`src/zc_pkg.sv`:
```
/*
 * Shared widths, encodings and helpers for the Zcmp push/pop sequencer
 * Register lists below 4 are reserved and map to zero saved registers
 */

package zc_pkg;

  //////////////////////////////////////////////////////////////////////
  // Vector types
  //////////////////////////////////////////////////////////////////////

  typedef logic [15:0] cinstr_t;
  typedef logic [31:0] instr_word_t;
  typedef logic [3:0]  rlist_t;
  typedef logic [3:0]  seq_cnt_t;
  // Same width as the load/store immediate
  typedef logic [11:0] stack_adj_t;
  typedef logic [4:0]  reg_num_t;

  // Decoded instruction kind
  typedef enum logic [2:0] {
    NONE,
    PUSH,
    POP,
    POPRET,
    POPRETZ,
    MVA01S,
    MVSA01
  } seq_kind_e;

  // Sequencer FSM states
  typedef enum logic [2:0] {
    S_IDLE,
    S_PUSH,
    S_POP,
    S_DMOVE,
    S_RA,
    S_SP,
    S_A0,
    S_RET
  } seq_state_e;

  //////////////////////////////////////////////////////////////////////
  // Register numbers and opcodes
  //////////////////////////////////////////////////////////////////////

  localparam reg_num_t REG_RA = 5'd1;
  localparam reg_num_t REG_SP = 5'd2;
  localparam reg_num_t REG_A0 = 5'd10;
  localparam reg_num_t REG_A1 = 5'd11;

  localparam logic [6:0] OPCODE_LOAD  = 7'h03;
  localparam logic [6:0] OPCODE_STORE = 7'h23;
  localparam logic [6:0] OPCODE_OPIMM = 7'h13;
  localparam logic [6:0] OPCODE_JALR  = 7'h67;

  // Number of s-registers named by a register list
  function automatic seq_cnt_t reg_count(rlist_t rlist);
    seq_cnt_t n;
    if (rlist == 4'd15) begin
      // s10 is never saved alone, so 15 covers s0 to s11
      n = 4'd12;
    end else if (rlist < 4'd4) begin
      n = 4'd0;
    end else begin
      n = rlist - 4'd4;
    end
    return n;
  endfunction

  // Bytes for the s-registers plus ra, aligned up to 16
  function automatic stack_adj_t stack_adj_base(rlist_t rlist);
    stack_adj_t bytes;
    bytes = (stack_adj_t'(reg_count(rlist)) + 12'd1) << 2;
    return (bytes + 12'd15) & 12'hff0;
  endfunction

  // s0/s1 are x8/x9, s2 to s11 are x18 to x27
  function automatic reg_num_t sreg_to_regnum(seq_cnt_t idx);
    reg_num_t rn;
    if (idx < 4'd2) begin
      rn = 5'd8 + reg_num_t'(idx);
    end else begin
      rn = 5'd16 + reg_num_t'(idx);
    end
    return rn;
  endfunction

endpackage

```
`src/zc_decode.sv`:
```
/*
 * Classifies a 16-bit word as one of the sequenced Zcmp instructions
 * Kind is reported even when illegal, legal_o qualifies it
 * With RV32E set only s0 and s1 may be named
 */

`timescale 1ns/1ps

module zc_decode import zc_pkg::*; #(
  parameter bit RV32E = 1'b0
) (
  input  cinstr_t   instr_i,
  output seq_kind_e seq_kind_o,
  output logic      legal_o
);

  rlist_t     rlist;
  logic [2:0] mv_r1;
  logic [2:0] mv_r2;
  logic       grp_sel;
  logic       rlist_ok;
  logic       move_ok;

  assign rlist = instr_i[7:4];
  // s-register fields of the double moves
  assign mv_r1 = instr_i[9:7];
  assign mv_r2 = instr_i[4:2];

  // Quadrant 2 with funct3 101 holds the whole group
  assign grp_sel = (instr_i[1:0] == 2'b10) && (instr_i[15:13] == 3'b101);

  //////////////////////////////////////////////////////////////////////
  // Kind decode
  //////////////////////////////////////////////////////////////////////

  always_comb begin
    seq_kind_o = NONE;
    if (grp_sel) begin
      case (instr_i[12:8])
        5'b11000: seq_kind_o = PUSH;
        5'b11010: seq_kind_o = POP;
        5'b11100: seq_kind_o = POPRETZ;
        5'b11110: seq_kind_o = POPRET;
        default: begin
          // Double moves share 12:10 and differ in 6:5
          if (instr_i[12:10] == 3'b011) begin
            if (instr_i[6:5] == 2'b11) begin
              seq_kind_o = MVA01S;
            end else if (instr_i[6:5] == 2'b01) begin
              seq_kind_o = MVSA01;
            end
          end
        end
      endcase
    end
  end

  //////////////////////////////////////////////////////////////////////
  // Legality
  //////////////////////////////////////////////////////////////////////

  // Lists 0 to 3 are reserved
  // RV32E stops at s1, which is list value 6
  assign rlist_ok = (rlist > 4'd3) && (!RV32E || (rlist < 4'd7));

  // Both moves must name two different s-registers
  assign move_ok = (mv_r1 != mv_r2) &&
                   (!RV32E || ((mv_r1 < 3'd2) && (mv_r2 < 3'd2)));

  always_comb begin
    case (seq_kind_o)
      PUSH, POP, POPRET, POPRETZ: legal_o = rlist_ok;
      MVA01S, MVSA01:             legal_o = move_ok;
      default:                    legal_o = 1'b0;
    endcase
  end

endmodule

```
`src/zc_stack_calc.sv`:
```
/*
 * Stack arithmetic for push/pop sequences, driven by the beat counter
 * Offsets are byte offsets from sp as used by lw/sw
 */

`timescale 1ns/1ps

module zc_stack_calc import zc_pkg::*; (
  input  rlist_t     rlist_i,
  input  logic [1:0] spimm_i,
  input  seq_kind_e  seq_kind_i,
  input  seq_cnt_t   cnt_i,
  output seq_cnt_t   regs_saved_o,
  output stack_adj_t total_adj_o,
  output stack_adj_t cur_adj_o,
  output seq_cnt_t   sreg_idx_o
);

  stack_adj_t base_adj;
  stack_adj_t step;

  assign regs_saved_o = reg_count(rlist_i);
  assign base_adj     = stack_adj_base(rlist_i);

  // Extra frame space comes in 16 byte units
  assign total_adj_o = base_adj + {6'b0, spimm_i, 4'b0000};

  // Distance of the current slot below the frame top
  assign step = (stack_adj_t'(cnt_i) + 12'd1) << 2;

  always_comb begin
    case (seq_kind_i)
      // Stores go below the old sp starting at -4
      PUSH: cur_adj_o = -step;
      // Loads start from the top of the frame, which sp still points below
      POP, POPRET, POPRETZ: cur_adj_o = total_adj_o - step;
      default: cur_adj_o = '0;
    endcase
  end

  // Highest s-register first
  assign sreg_idx_o = regs_saved_o - cnt_i - 4'd1;

endmodule

```
`src/zc_seq_fsm.sv`:
```
/*
 * Sequence FSM with beat counter and handshake generation
 * State and count only move on an accepted beat
 * Any cycle without a valid output returns the FSM to S_IDLE
 */

`timescale 1ns/1ps

module zc_seq_fsm import zc_pkg::*; (
  input  logic       clk,
  input  logic       rst_n,
  input  logic       valid_i,
  input  logic       ready_i,
  input  logic       kill_i,
  input  logic       legal_i,
  input  seq_kind_e  seq_kind_i,
  input  seq_cnt_t   regs_saved_i,
  output seq_state_e state_o,
  output seq_cnt_t   cnt_o,
  output logic       valid_o,
  output logic       ready_o,
  output logic       seq_first_o,
  output logic       seq_last_o
);

  seq_state_e state_q;
  seq_state_e state_d;
  seq_cnt_t   cnt_q;
  logic       last;

  // Kill also forces valid low, which makes the sequencer ready
  assign valid_o = legal_i && valid_i && !kill_i;

  //////////////////////////////////////////////////////////////////////
  // Next state
  //////////////////////////////////////////////////////////////////////

  always_comb begin
    state_d = state_q;
    last    = 1'b0;
    case (state_q)
      S_IDLE: begin
        case (seq_kind_i)
          PUSH, POP, POPRET, POPRETZ: begin
            if (regs_saved_i == 4'd0) begin
              // ra went out first, sp adjust next
              state_d = S_SP;
            end else if (regs_saved_i == 4'd1) begin
              state_d = S_RA;
            end else if (seq_kind_i == PUSH) begin
              state_d = S_PUSH;
            end else begin
              state_d = S_POP;
            end
          end
          MVA01S, MVSA01: state_d = S_DMOVE;
          default:        state_d = S_IDLE;
        endcase
      end
      S_PUSH, S_POP: begin
        // Lowest s-register reached
        if (cnt_q == regs_saved_i - 4'd1) begin
          state_d = S_RA;
        end
      end
      S_RA: state_d = S_SP;
      S_SP: begin
        if (seq_kind_i == POPRETZ) begin
          state_d = S_A0;
        end else if (seq_kind_i == POPRET) begin
          state_d = S_RET;
        end else begin
          state_d = S_IDLE;
          last    = 1'b1;
        end
      end
      S_A0: state_d = S_RET;
      S_DMOVE, S_RET: begin
        state_d = S_IDLE;
        last    = 1'b1;
      end
      default: state_d = S_IDLE;
    endcase
  end

  always_ff @(posedge clk or negedge rst_n) begin
    if (!rst_n) begin
      state_q <= S_IDLE;
      cnt_q   <= '0;
    end else if (!valid_o) begin
      // Abandon any partial sequence
      state_q <= S_IDLE;
      cnt_q   <= '0;
    end else if (ready_i) begin
      state_q <= state_d;
      cnt_q   <= last ? 4'd0 : cnt_q + 4'd1;
    end
  end

  // Fetch side takes the next word once the last beat is accepted
  assign ready_o     = !valid_o || (last && ready_i);
  assign seq_first_o = valid_o && (state_q == S_IDLE);
  assign seq_last_o  = valid_o && last;

  assign state_o = state_q;
  assign cnt_o   = cnt_q;

endmodule

```
`src/zc_instr_gen.sv`:
```
/*
 * Encodes the 32-bit base instruction for the current sequence step
 * Non-sequenced words are passed through zero extended
 */

`timescale 1ns/1ps

module zc_instr_gen import zc_pkg::*; (
  input  cinstr_t     instr_i,
  input  seq_state_e  state_i,
  input  seq_kind_e   seq_kind_i,
  input  seq_cnt_t    regs_saved_i,
  input  stack_adj_t  cur_adj_i,
  input  stack_adj_t  total_adj_i,
  input  seq_cnt_t    sreg_idx_i,
  output instr_word_t instr_o
);

  //////////////////////////////////////////////////////////////////////
  // Encoders
  //////////////////////////////////////////////////////////////////////

  // lw rd, off(sp)
  function automatic instr_word_t enc_lw(reg_num_t rd, stack_adj_t off);
    return {off, REG_SP, 3'b010, rd, OPCODE_LOAD};
  endfunction

  // sw rs2, off(sp)
  function automatic instr_word_t enc_sw(reg_num_t rs2, stack_adj_t off);
    return {off[11:5], rs2, REG_SP, 3'b010, off[4:0], OPCODE_STORE};
  endfunction

  // addi rd, rs1, imm
  function automatic instr_word_t enc_addi(reg_num_t rd, reg_num_t rs1, stack_adj_t imm);
    return {imm, rs1, 3'b000, rd, OPCODE_OPIMM};
  endfunction

  logic       is_load;
  reg_num_t   sreg_rn;
  reg_num_t   mv_rn1;
  reg_num_t   mv_rn2;
  stack_adj_t sp_imm;

  assign is_load = seq_kind_i inside {POP, POPRET, POPRETZ};
  assign sreg_rn = sreg_to_regnum(sreg_idx_i);
  assign mv_rn1  = sreg_to_regnum(seq_cnt_t'(instr_i[9:7]));
  assign mv_rn2  = sreg_to_regnum(seq_cnt_t'(instr_i[4:2]));

  // Pop releases the frame, push allocates it
  assign sp_imm = is_load ? total_adj_i : -total_adj_i;

  always_comb begin
    instr_o = {16'h0000, instr_i};
    case (state_i)
      S_IDLE: begin
        // First beat, start with ra if no s-registers are saved
        case (seq_kind_i)
          PUSH: begin
            instr_o = (regs_saved_i == 4'd0) ? enc_sw(REG_RA, cur_adj_i)
                                             : enc_sw(sreg_rn, cur_adj_i);
          end
          POP, POPRET, POPRETZ: begin
            instr_o = (regs_saved_i == 4'd0) ? enc_lw(REG_RA, cur_adj_i)
                                             : enc_lw(sreg_rn, cur_adj_i);
          end
          MVSA01:  instr_o = enc_addi(mv_rn1, REG_A0, 12'h000);
          MVA01S:  instr_o = enc_addi(REG_A0, mv_rn1, 12'h000);
          default: instr_o = {16'h0000, instr_i};
        endcase
      end
      S_PUSH: instr_o = enc_sw(sreg_rn, cur_adj_i);
      S_POP:  instr_o = enc_lw(sreg_rn, cur_adj_i);
      S_RA: begin
        instr_o = is_load ? enc_lw(REG_RA, cur_adj_i) : enc_sw(REG_RA, cur_adj_i);
      end
      S_SP: instr_o = enc_addi(REG_SP, REG_SP, sp_imm);
      S_DMOVE: begin
        // Second move uses a1
        if (seq_kind_i == MVSA01) begin
          instr_o = enc_addi(mv_rn2, REG_A1, 12'h000);
        end else begin
          instr_o = enc_addi(REG_A1, mv_rn2, 12'h000);
        end
      end
      // a0 cleared for popretz
      S_A0:  instr_o = enc_addi(REG_A0, 5'd0, 12'h000);
      // jalr x0, 0(ra)
      S_RET: instr_o = {12'h000, REG_RA, 3'b000, 5'd0, OPCODE_JALR};
      default: instr_o = {16'h0000, instr_i};
    endcase
  end

endmodule

```
`src/zc_sequencer.sv`:
```
/*
 * Zcmp push/pop and double-move sequencer top level
 * Output path is combinational from instr_i, so the source holds the
 * word until ready_o, and RV32E limits the usable s-registers
 */

`timescale 1ns/1ps

module zc_sequencer import zc_pkg::*; #(
  parameter bit RV32E = 1'b0
) (
  input  logic        clk,
  input  logic        rst_n,
  // Fetch side
  input  cinstr_t     instr_i,
  input  logic        valid_i,
  input  logic        kill_i,
  output logic        ready_o,
  // Decode side
  input  logic        ready_i,
  output instr_word_t instr_o,
  output logic        valid_o,
  output logic        seq_first_o,
  output logic        seq_last_o
);

  seq_kind_e  seq_kind;
  logic       legal;
  seq_cnt_t   regs_saved;
  stack_adj_t total_adj;
  stack_adj_t cur_adj;
  seq_cnt_t   sreg_idx;
  seq_state_e state;
  seq_cnt_t   cnt;

  zc_decode #(
    .RV32E (RV32E)
  ) u_decode (
    .instr_i    (instr_i),
    .seq_kind_o (seq_kind),
    .legal_o    (legal)
  );

  // Register list in 7:4, extra stack units in 3:2
  zc_stack_calc u_stack_calc (
    .rlist_i      (instr_i[7:4]),
    .spimm_i      (instr_i[3:2]),
    .seq_kind_i   (seq_kind),
    .cnt_i        (cnt),
    .regs_saved_o (regs_saved),
    .total_adj_o  (total_adj),
    .cur_adj_o    (cur_adj),
    .sreg_idx_o   (sreg_idx)
  );

  zc_seq_fsm u_seq_fsm (
    .clk          (clk),
    .rst_n        (rst_n),
    .valid_i      (valid_i),
    .ready_i      (ready_i),
    .kill_i       (kill_i),
    .legal_i      (legal),
    .seq_kind_i   (seq_kind),
    .regs_saved_i (regs_saved),
    .state_o      (state),
    .cnt_o        (cnt),
    .valid_o      (valid_o),
    .ready_o      (ready_o),
    .seq_first_o  (seq_first_o),
    .seq_last_o   (seq_last_o)
  );

  zc_instr_gen u_instr_gen (
    .instr_i      (instr_i),
    .state_i      (state),
    .seq_kind_i   (seq_kind),
    .regs_saved_i (regs_saved),
    .cur_adj_i    (cur_adj),
    .total_adj_i  (total_adj),
    .sreg_idx_i   (sreg_idx),
    .instr_o      (instr_o)
  );

endmodule

```
`config.mk`:
```
export PLATFORM = sky130hd
export DESIGN_NAME = zc_sequencer
export DESIGN_NICKNAME = d
export VERILOG_FILES = /design/src/zc_pkg.sv /design/src/zc_decode.sv /design/src/zc_stack_calc.sv /design/src/zc_seq_fsm.sv /design/src/zc_instr_gen.sv /design/src/zc_sequencer.sv
export SDC_FILE = /design/constraint.sdc
export NUM_CORES = 1
export LEC_CHECK = 0
export CAP_MARGIN = 20
export CORE_MARGIN = 4
export CORE_UTILIZATION = 35
export DETAILED_ROUTE_END_ITERATION = 10
export DONT_BUFFER_PORTS = 1
export PLACE_DENSITY = 0.57
export SLEW_MARGIN = 20
export SYNTH_ARGS = -nofsm -noshare
export SYNTH_HDL_FRONTEND = slang
export SYNTH_SLANG_ARGS = --single-unit
```
`constraint.sdc`:
```
create_clock -name clk -period 5.9 [get_ports clk]
set_input_delay 0.59 -clock clk [delete_from_list [all_inputs] [get_ports clk]]
set_output_delay 0.59 -clock clk [all_outputs]
set_load 0.1 [all_outputs]
```
== After elaboration in Yosys (flattened, before gate mapping) ==
Index checks and enable logic that the tools add are counted.

* $add $sub $neg: 18
* Order comparisons: 5
* Eq/ne operators: 28
* Muxes and demuxes: 35
* Reductions and logical operators: 18

{| class="wikitable"
|+ Operator list
! kind !! count
|-
| $pmux 32 s8 || 1
|-
| $pmux 32 s4 || 1
|-
| $mux 25 || 2
|-
| $mux 3 || 11
|-
| $eq 3x3->1 const B || 8
|-
| $mux 12 || 2
|-
| $neg 12->12 || 2
|-
| $pmux 12 s2 || 1
|-
| $eq 5x5->1 const B || 4
|-
| $mux 20 || 1
|-
| $mux 4 || 5
|-
| $pmux 3 s6 || 1
|-
| $eq 3x2->1 const B || 5
|-
| $mux 5 || 3
|-
| $add 12x4->12 const B || 1
|-
| $add 12x6->12 || 1
|-
| $pmux 3 s4 || 1
|-
| $sub 12x12->12 || 1
|-
| $add 4x1->5 const B || 2
|-
| $add 4x3->5 const A || 2
|-
| $add 5x3->5 const A || 2
|-
| $sub 4x1->4 const B || 2
|-
| $eq 3x1->1 const B || 2
|-
| $logic_and 1x1->1 || 6
|-
| other kinds (30) || 37
|}

* Register bits: 7
* Input port bits: 21
* Output and inout bits: 36
* Logic and storage cells: 106

== Depth between registers and ports, before layout ==
* Word-level depth: 14
* Depth in mapped cells: 19
* Depth with buffers taken out: 18

== Hierarchy ==
A second synthesis with hierarchy kept.

* Cells, all modules: 451
* Area total of the unflattened synthesis: 3199.3 um2

{| class="wikitable"
|+ Modules (own cells, without submodules)
! module !! instances !! cells each !! area an instance (um2) !! sequential area each (um2)
|-
| zc_instr_gen || 1 || 254 || 1609.0 || 0.0
|-
| zc_stack_calc || 1 || 101 || 754.5 || 0.0
|-
| zc_seq_fsm || 1 || 78 || 703.2 || 175.2
|-
| zc_decode || 1 || 18 || 132.6 || 0.0
|}

== Worst setup path after synthesis ==
Ideal clock, no wire load.

* Kind: input to output
* From: input instr_i[6]
* To: output instr_o[28]
* Arrival time: 4.975 ns
* Required time: 5.310 ns
* Slack: 0.335 ns
* Stages: 18
* Path buffers: 1
* Cells stage by stage: buf_1 -> inv_1 -> nand2_1 -> nand3_1 -> ha_1 -> o21ai_0 -> nand3_1 -> o21ai_0 -> a21oi_1 -> fa_1 -> or3_1 -> and2_1 -> inv_1 -> ha_1 -> nor2b_1 -> nor4_1 -> a21oi_1 -> o21ai_1

* Longest elaborated chain between the ends: 11
* Elaborated cells on any way between the ends: 29
* Classes of those cells: add/sub: 6; order compare: 1; eq/ne: 9; mux: 11; reduce/logical: 2

{| class="wikitable"
|+ Ends and longest elaborated chain
! item !! RTL line !! text
|-
| start: declaration || zc_sequencer.sv:15 || <nowiki>input cinstr_t instr_i,</nowiki>
|-
| parallel branches: the longest is 10 deep, another holds $add 12x4->12 || - ||
|-
| $pmux 32 s8 * || zc_instr_gen.sv:54 || <nowiki>case (state_i)</nowiki>
|-
| end: declaration || zc_sequencer.sv:21 || <nowiki>output instr_word_t instr_o,</nowiki>
|}

Every way passes the cells marked *.

== Final worst setup path ==
* From: input instr_i[7]
* To: output instr_o[27]

* Longest elaborated chain between the ends: 10
* Elaborated cells on any way between the ends: 14
* Classes of those cells: add/sub: 6; order compare: 1; eq/ne: 1; mux: 6

{| class="wikitable"
|+ Ends and longest elaborated chain
! item !! RTL line !! text
|-
| $sub 4x3->4 or $lt 4x3->1 (tied branches) || zc_pkg.sv:66, zc_pkg.sv:63 ||
|-
| $mux 4 || zc_pkg.sv:63 || <nowiki>end else if (rlist < 4'd4) begin</nowiki>
|-
| $mux 4 * || zc_pkg.sv:60 || <nowiki>if (rlist == 4'd15) begin</nowiki>
|-
| $add 4x1->5 * || zc_pkg.sv:74 || <nowiki>bytes = (stack_adj_t'(reg_count(rlist)) + 12'd1) << 2;</nowiki>
|-
| $add 12x4->12 * || zc_pkg.sv:75 || <nowiki>return (bytes + 12'd15) & 12'hff0;</nowiki>
|-
| $add 12x6->12 * || zc_stack_calc.sv:26 || <nowiki>assign total_adj_o = base_adj + {6'b0, spimm_i, 4'b0000};</nowiki>
|-
| $sub 12x12->12 || zc_stack_calc.sv:36 || <nowiki>POP, POPRET, POPRETZ: cur_adj_o = total_adj_o - step;</nowiki>
|-
| $pmux 12 s2 || zc_stack_calc.sv:32 || <nowiki>case (seq_kind_i)</nowiki>
|-
| $pmux 32 s4 || zc_instr_gen.sv:57 || <nowiki>case (seq_kind_i)</nowiki>
|-
| $pmux 32 s8 * || zc_instr_gen.sv:54 ||
|}

Mark *: on every way between the ends. The rest lies on a longest branch, timed or not.

==> results.cfg <==
[critical_path]
critPathSlowestCell = a21o_1
path_max_fanout = 12
cp_slowest_stage_delay_ns = 0.70
crit_buf_inv = 2
path_cells = inv_1 -> nand2_1 -> and3_1 -> ha_1 -> inv_1 -> o211ai_1 -> o21ai_0 -> a21oi_1 -> fa_1 -> ha_1 -> a21o_1 -> a2111o_1 -> o21ai_1 -> a21o_1
worst-setup-path-type = input pin to output pin
arrival_ns = 4.20
worst_ep_required_time_ns = 5.31
endpoint_kind = output pin
cp_top_family = compound AO/OA/AOI/OAI gates
cp-start-kind = input pin

[clock_network]
postCtsHoldBufs = 0
cts_max_level = 1
cts_buffers = 3
clock_sinks = 7
postCtsSetupRepairBufs = 0
clock_latency_ns = 0.22
cts_tree = yes
clk_path_buf_depth = 2
cts_resized = 0
clk_pin_slew_ns = 0.04
cts_root_buffer = clkbuf_8

[logic_synthesis]
yosysTopAreaCell = ha_1
synth_cell_types = 63
netlist_instances = 355
synthesis.nets = 393
synthArstFlopShare_pct = 100.0
syn-mean-instance-area_um2 = 6.746
synth_area_leaders = ha_1 (7.8%), dfrtp_1 (7.3%), a21oi_1 (6.7%)
ys_seq_area_share_pct = 7.315
syn_area_um2 = 2395
yosysWarnings = 0
synthFlopType = dfrtp_1
synth_top_area_share_pct = 7.837
ys_ff_latch = 7
synth_edf_count = 0

[power_and_ir_drop]
p_per_area_nw_per_um2 = 101.6
power_w = 0.0002737
p_leak_nw = 1.087
ir_drop_mv = 0.06397

[timing]
fin_skew_ns = 0.0005243
finalSetupViolations = 0
grt_setup_unrepaired = no
min_period_ns = 4.786
slew_headroom_pct = 24.10
tightest_slew_ns = 1.132
hold-worst-slack_ns = 0.06322
final_max_slew_viol_count = 0
hold_viol = 0
max_freq_mhz = 208.9
finalSetupTns_ns = 0
post-route-period-util_pct = 81.12

[final_layout]
synthToLayoutAreaGrowth_pct = 12.49
diodes = 0
drive_gt1_share_pct = 14.41
nets = 386
regArea_um2 = 175.2
multi_input_area_um2 = 2162
final_util_pct = 41.48
fillers = 686

[grt]
antenna_found_initial = 0
grt.overflow.total = 0
grt_pass1_wl_mm = 14.09
grt_usage_pct = 20.71
grt_max_degree = 34
grt_pass1_vias = 2627

[floorplan]
initial_core_util_pct = 36.87
io_pins = 57
die_h_um = 90.72
die_x_um = 90.72
core_um2 = 6495
rows = 29
dieArea_um2 = 8230

[routing]
dr.first_iter.drc_count = 306
dr.pass1.iters = 6
vias = 2769
wl_per_cell_um = 20.68
finalWirelength_mm = 8.769
drc_errors = 0
avgViaCountPerCell = 6.531
drtAntennaViolNets = 0

[place]
gp_congestion = 0.9211
dp_hpwl_mm = 6.770
io_buffers = 0

[outcome]
status = finished, final reports clean

[job]
max_cap_viol_count = 0

[worst_hold_path]
hp-class = input pin to async pin
power by group:
| part | internal (W) | switching (W) | total, W |
|---|---|---|---|
| Sequential | 0.0000483 | 0.0000000144 | 0.0000483 |
| Combinational | 0.0000516 | 0.000109 | 0.000160 |
| Clock | 0.0000465 | 0.0000185 | 0.0000651 |
final timing paths:
| check | from | end | slack (ns) | cells after the start |
|---|---|---|---|---|
| worst min-delay path | rst_n | u_seq_fsm.cnt_o[1] | 0.06 | 0 |
| min in group clk | ready_i | u_seq_fsm.cnt_o[0] | 0.53 | 2 |
| max in group asynchronous | rst_n | u_seq_fsm.state_o[0] | 5.77 | 0 |
| worst max register to register | u_seq_fsm.state_o[1] | u_seq_fsm.cnt_o[1] | 3.57 | 6 |
| worst min register to register | u_seq_fsm.cnt_o[0] | u_seq_fsm.cnt_o[0] | 0.70 | 2 |
| worst max-delay path | instr_i[7] | instr_o[27] | 1.11 | 14 |
synth_stat cells (all sizes together), types with 3 or more instances:
cell type,n
o31a,3
clkbuf,12
nor3,8
o22ai,8
nand2b,6
xnor2,15
a21o,9
o221ai,5
ha,15
nor2,30
dfrtp,7
nor2b,7
xor2,7
a211oi,3
nand2,32
o32ai,3
buf,14
o21a,4
a22oi,5
or3,3
a21oi,34
a31oi,4
and2,4
and3,5
nand3,16
o211ai,4
o21ai,31
inv,24
nor4,4
per-stage QoR:
stage	setup WS [ns]	area (um^2)	cells
2_1_floorplan	0.3351	2395	355
3_3_place_gp	1.211	2638	420
3_5_place_dp	1.121	2649	420
4_1_cts	1.118	2694	424
5_1_grt	0.8255	2694	424
6_report	1.114	2694	424
flip-flops by register name, summed over array words and instances (netlist names):
register and cells:
u_seq_fsm.cnt_o 4, u_seq_fsm.state_o 3
metal layers:
metal	wire, um	GRT usage (%)	vias up	part of all wire, %
li1	-	-	1284	-
met1	3635	28.51	1314	41
met2	3997	32.67	158	46
met3	1030	4.083	13	12
met4	106	5.740	0	1.2
met5	0	0	-	0
cells by family (layout without fill, tap and decap cells):
logic type      count (synthesis)  count (layout)  synth area share, %
compound gates                130             130                36.52
xor+xnor                       23              23                9.039
buf+inv                        50              42                8.516
flops                           7               7                7.315
mux                             1               1               0.4180
fa+ha+maj                      17              17                9.509
simple gates                  127             127                28.68
cells in the final DEF (no fill, tap or decap), types with 3 or more instances in the layout:
cell,n
o21ai_1,6
nand2_1,32
nor2_1,27
nor2b_1,7
clkbuf_8,3
o211ai_1,4
nand2b_1,6
a21o_1,9
nor2_2,3
nor3_1,6
a21oi_1,31
o32ai_4,3
o22ai_2,4
inv_1,23
ha_1,15
and3_1,5
buf_4,13
o221ai_1,3
a31oi_1,3
xnor2_1,15
xor2_1,7
a21oi_2,3
nand3_1,16
a22oi_1,5
o21ai_2,3
o21a_1,4
and2_1,4
dfrtp_1,7
or3_1,3
o22ai_1,4
o21ai_0,22
area by class of cell:
cell class	instances	area share (%)
inverters	24	3.344
repair buffers	14	4.645
flip-flops and latches	7	6.503
well taps	77	3.576
clock buffers	4	1.672
multi-input cells	298	80.26
Note: power is estimated with default switching activity, not from simulation.
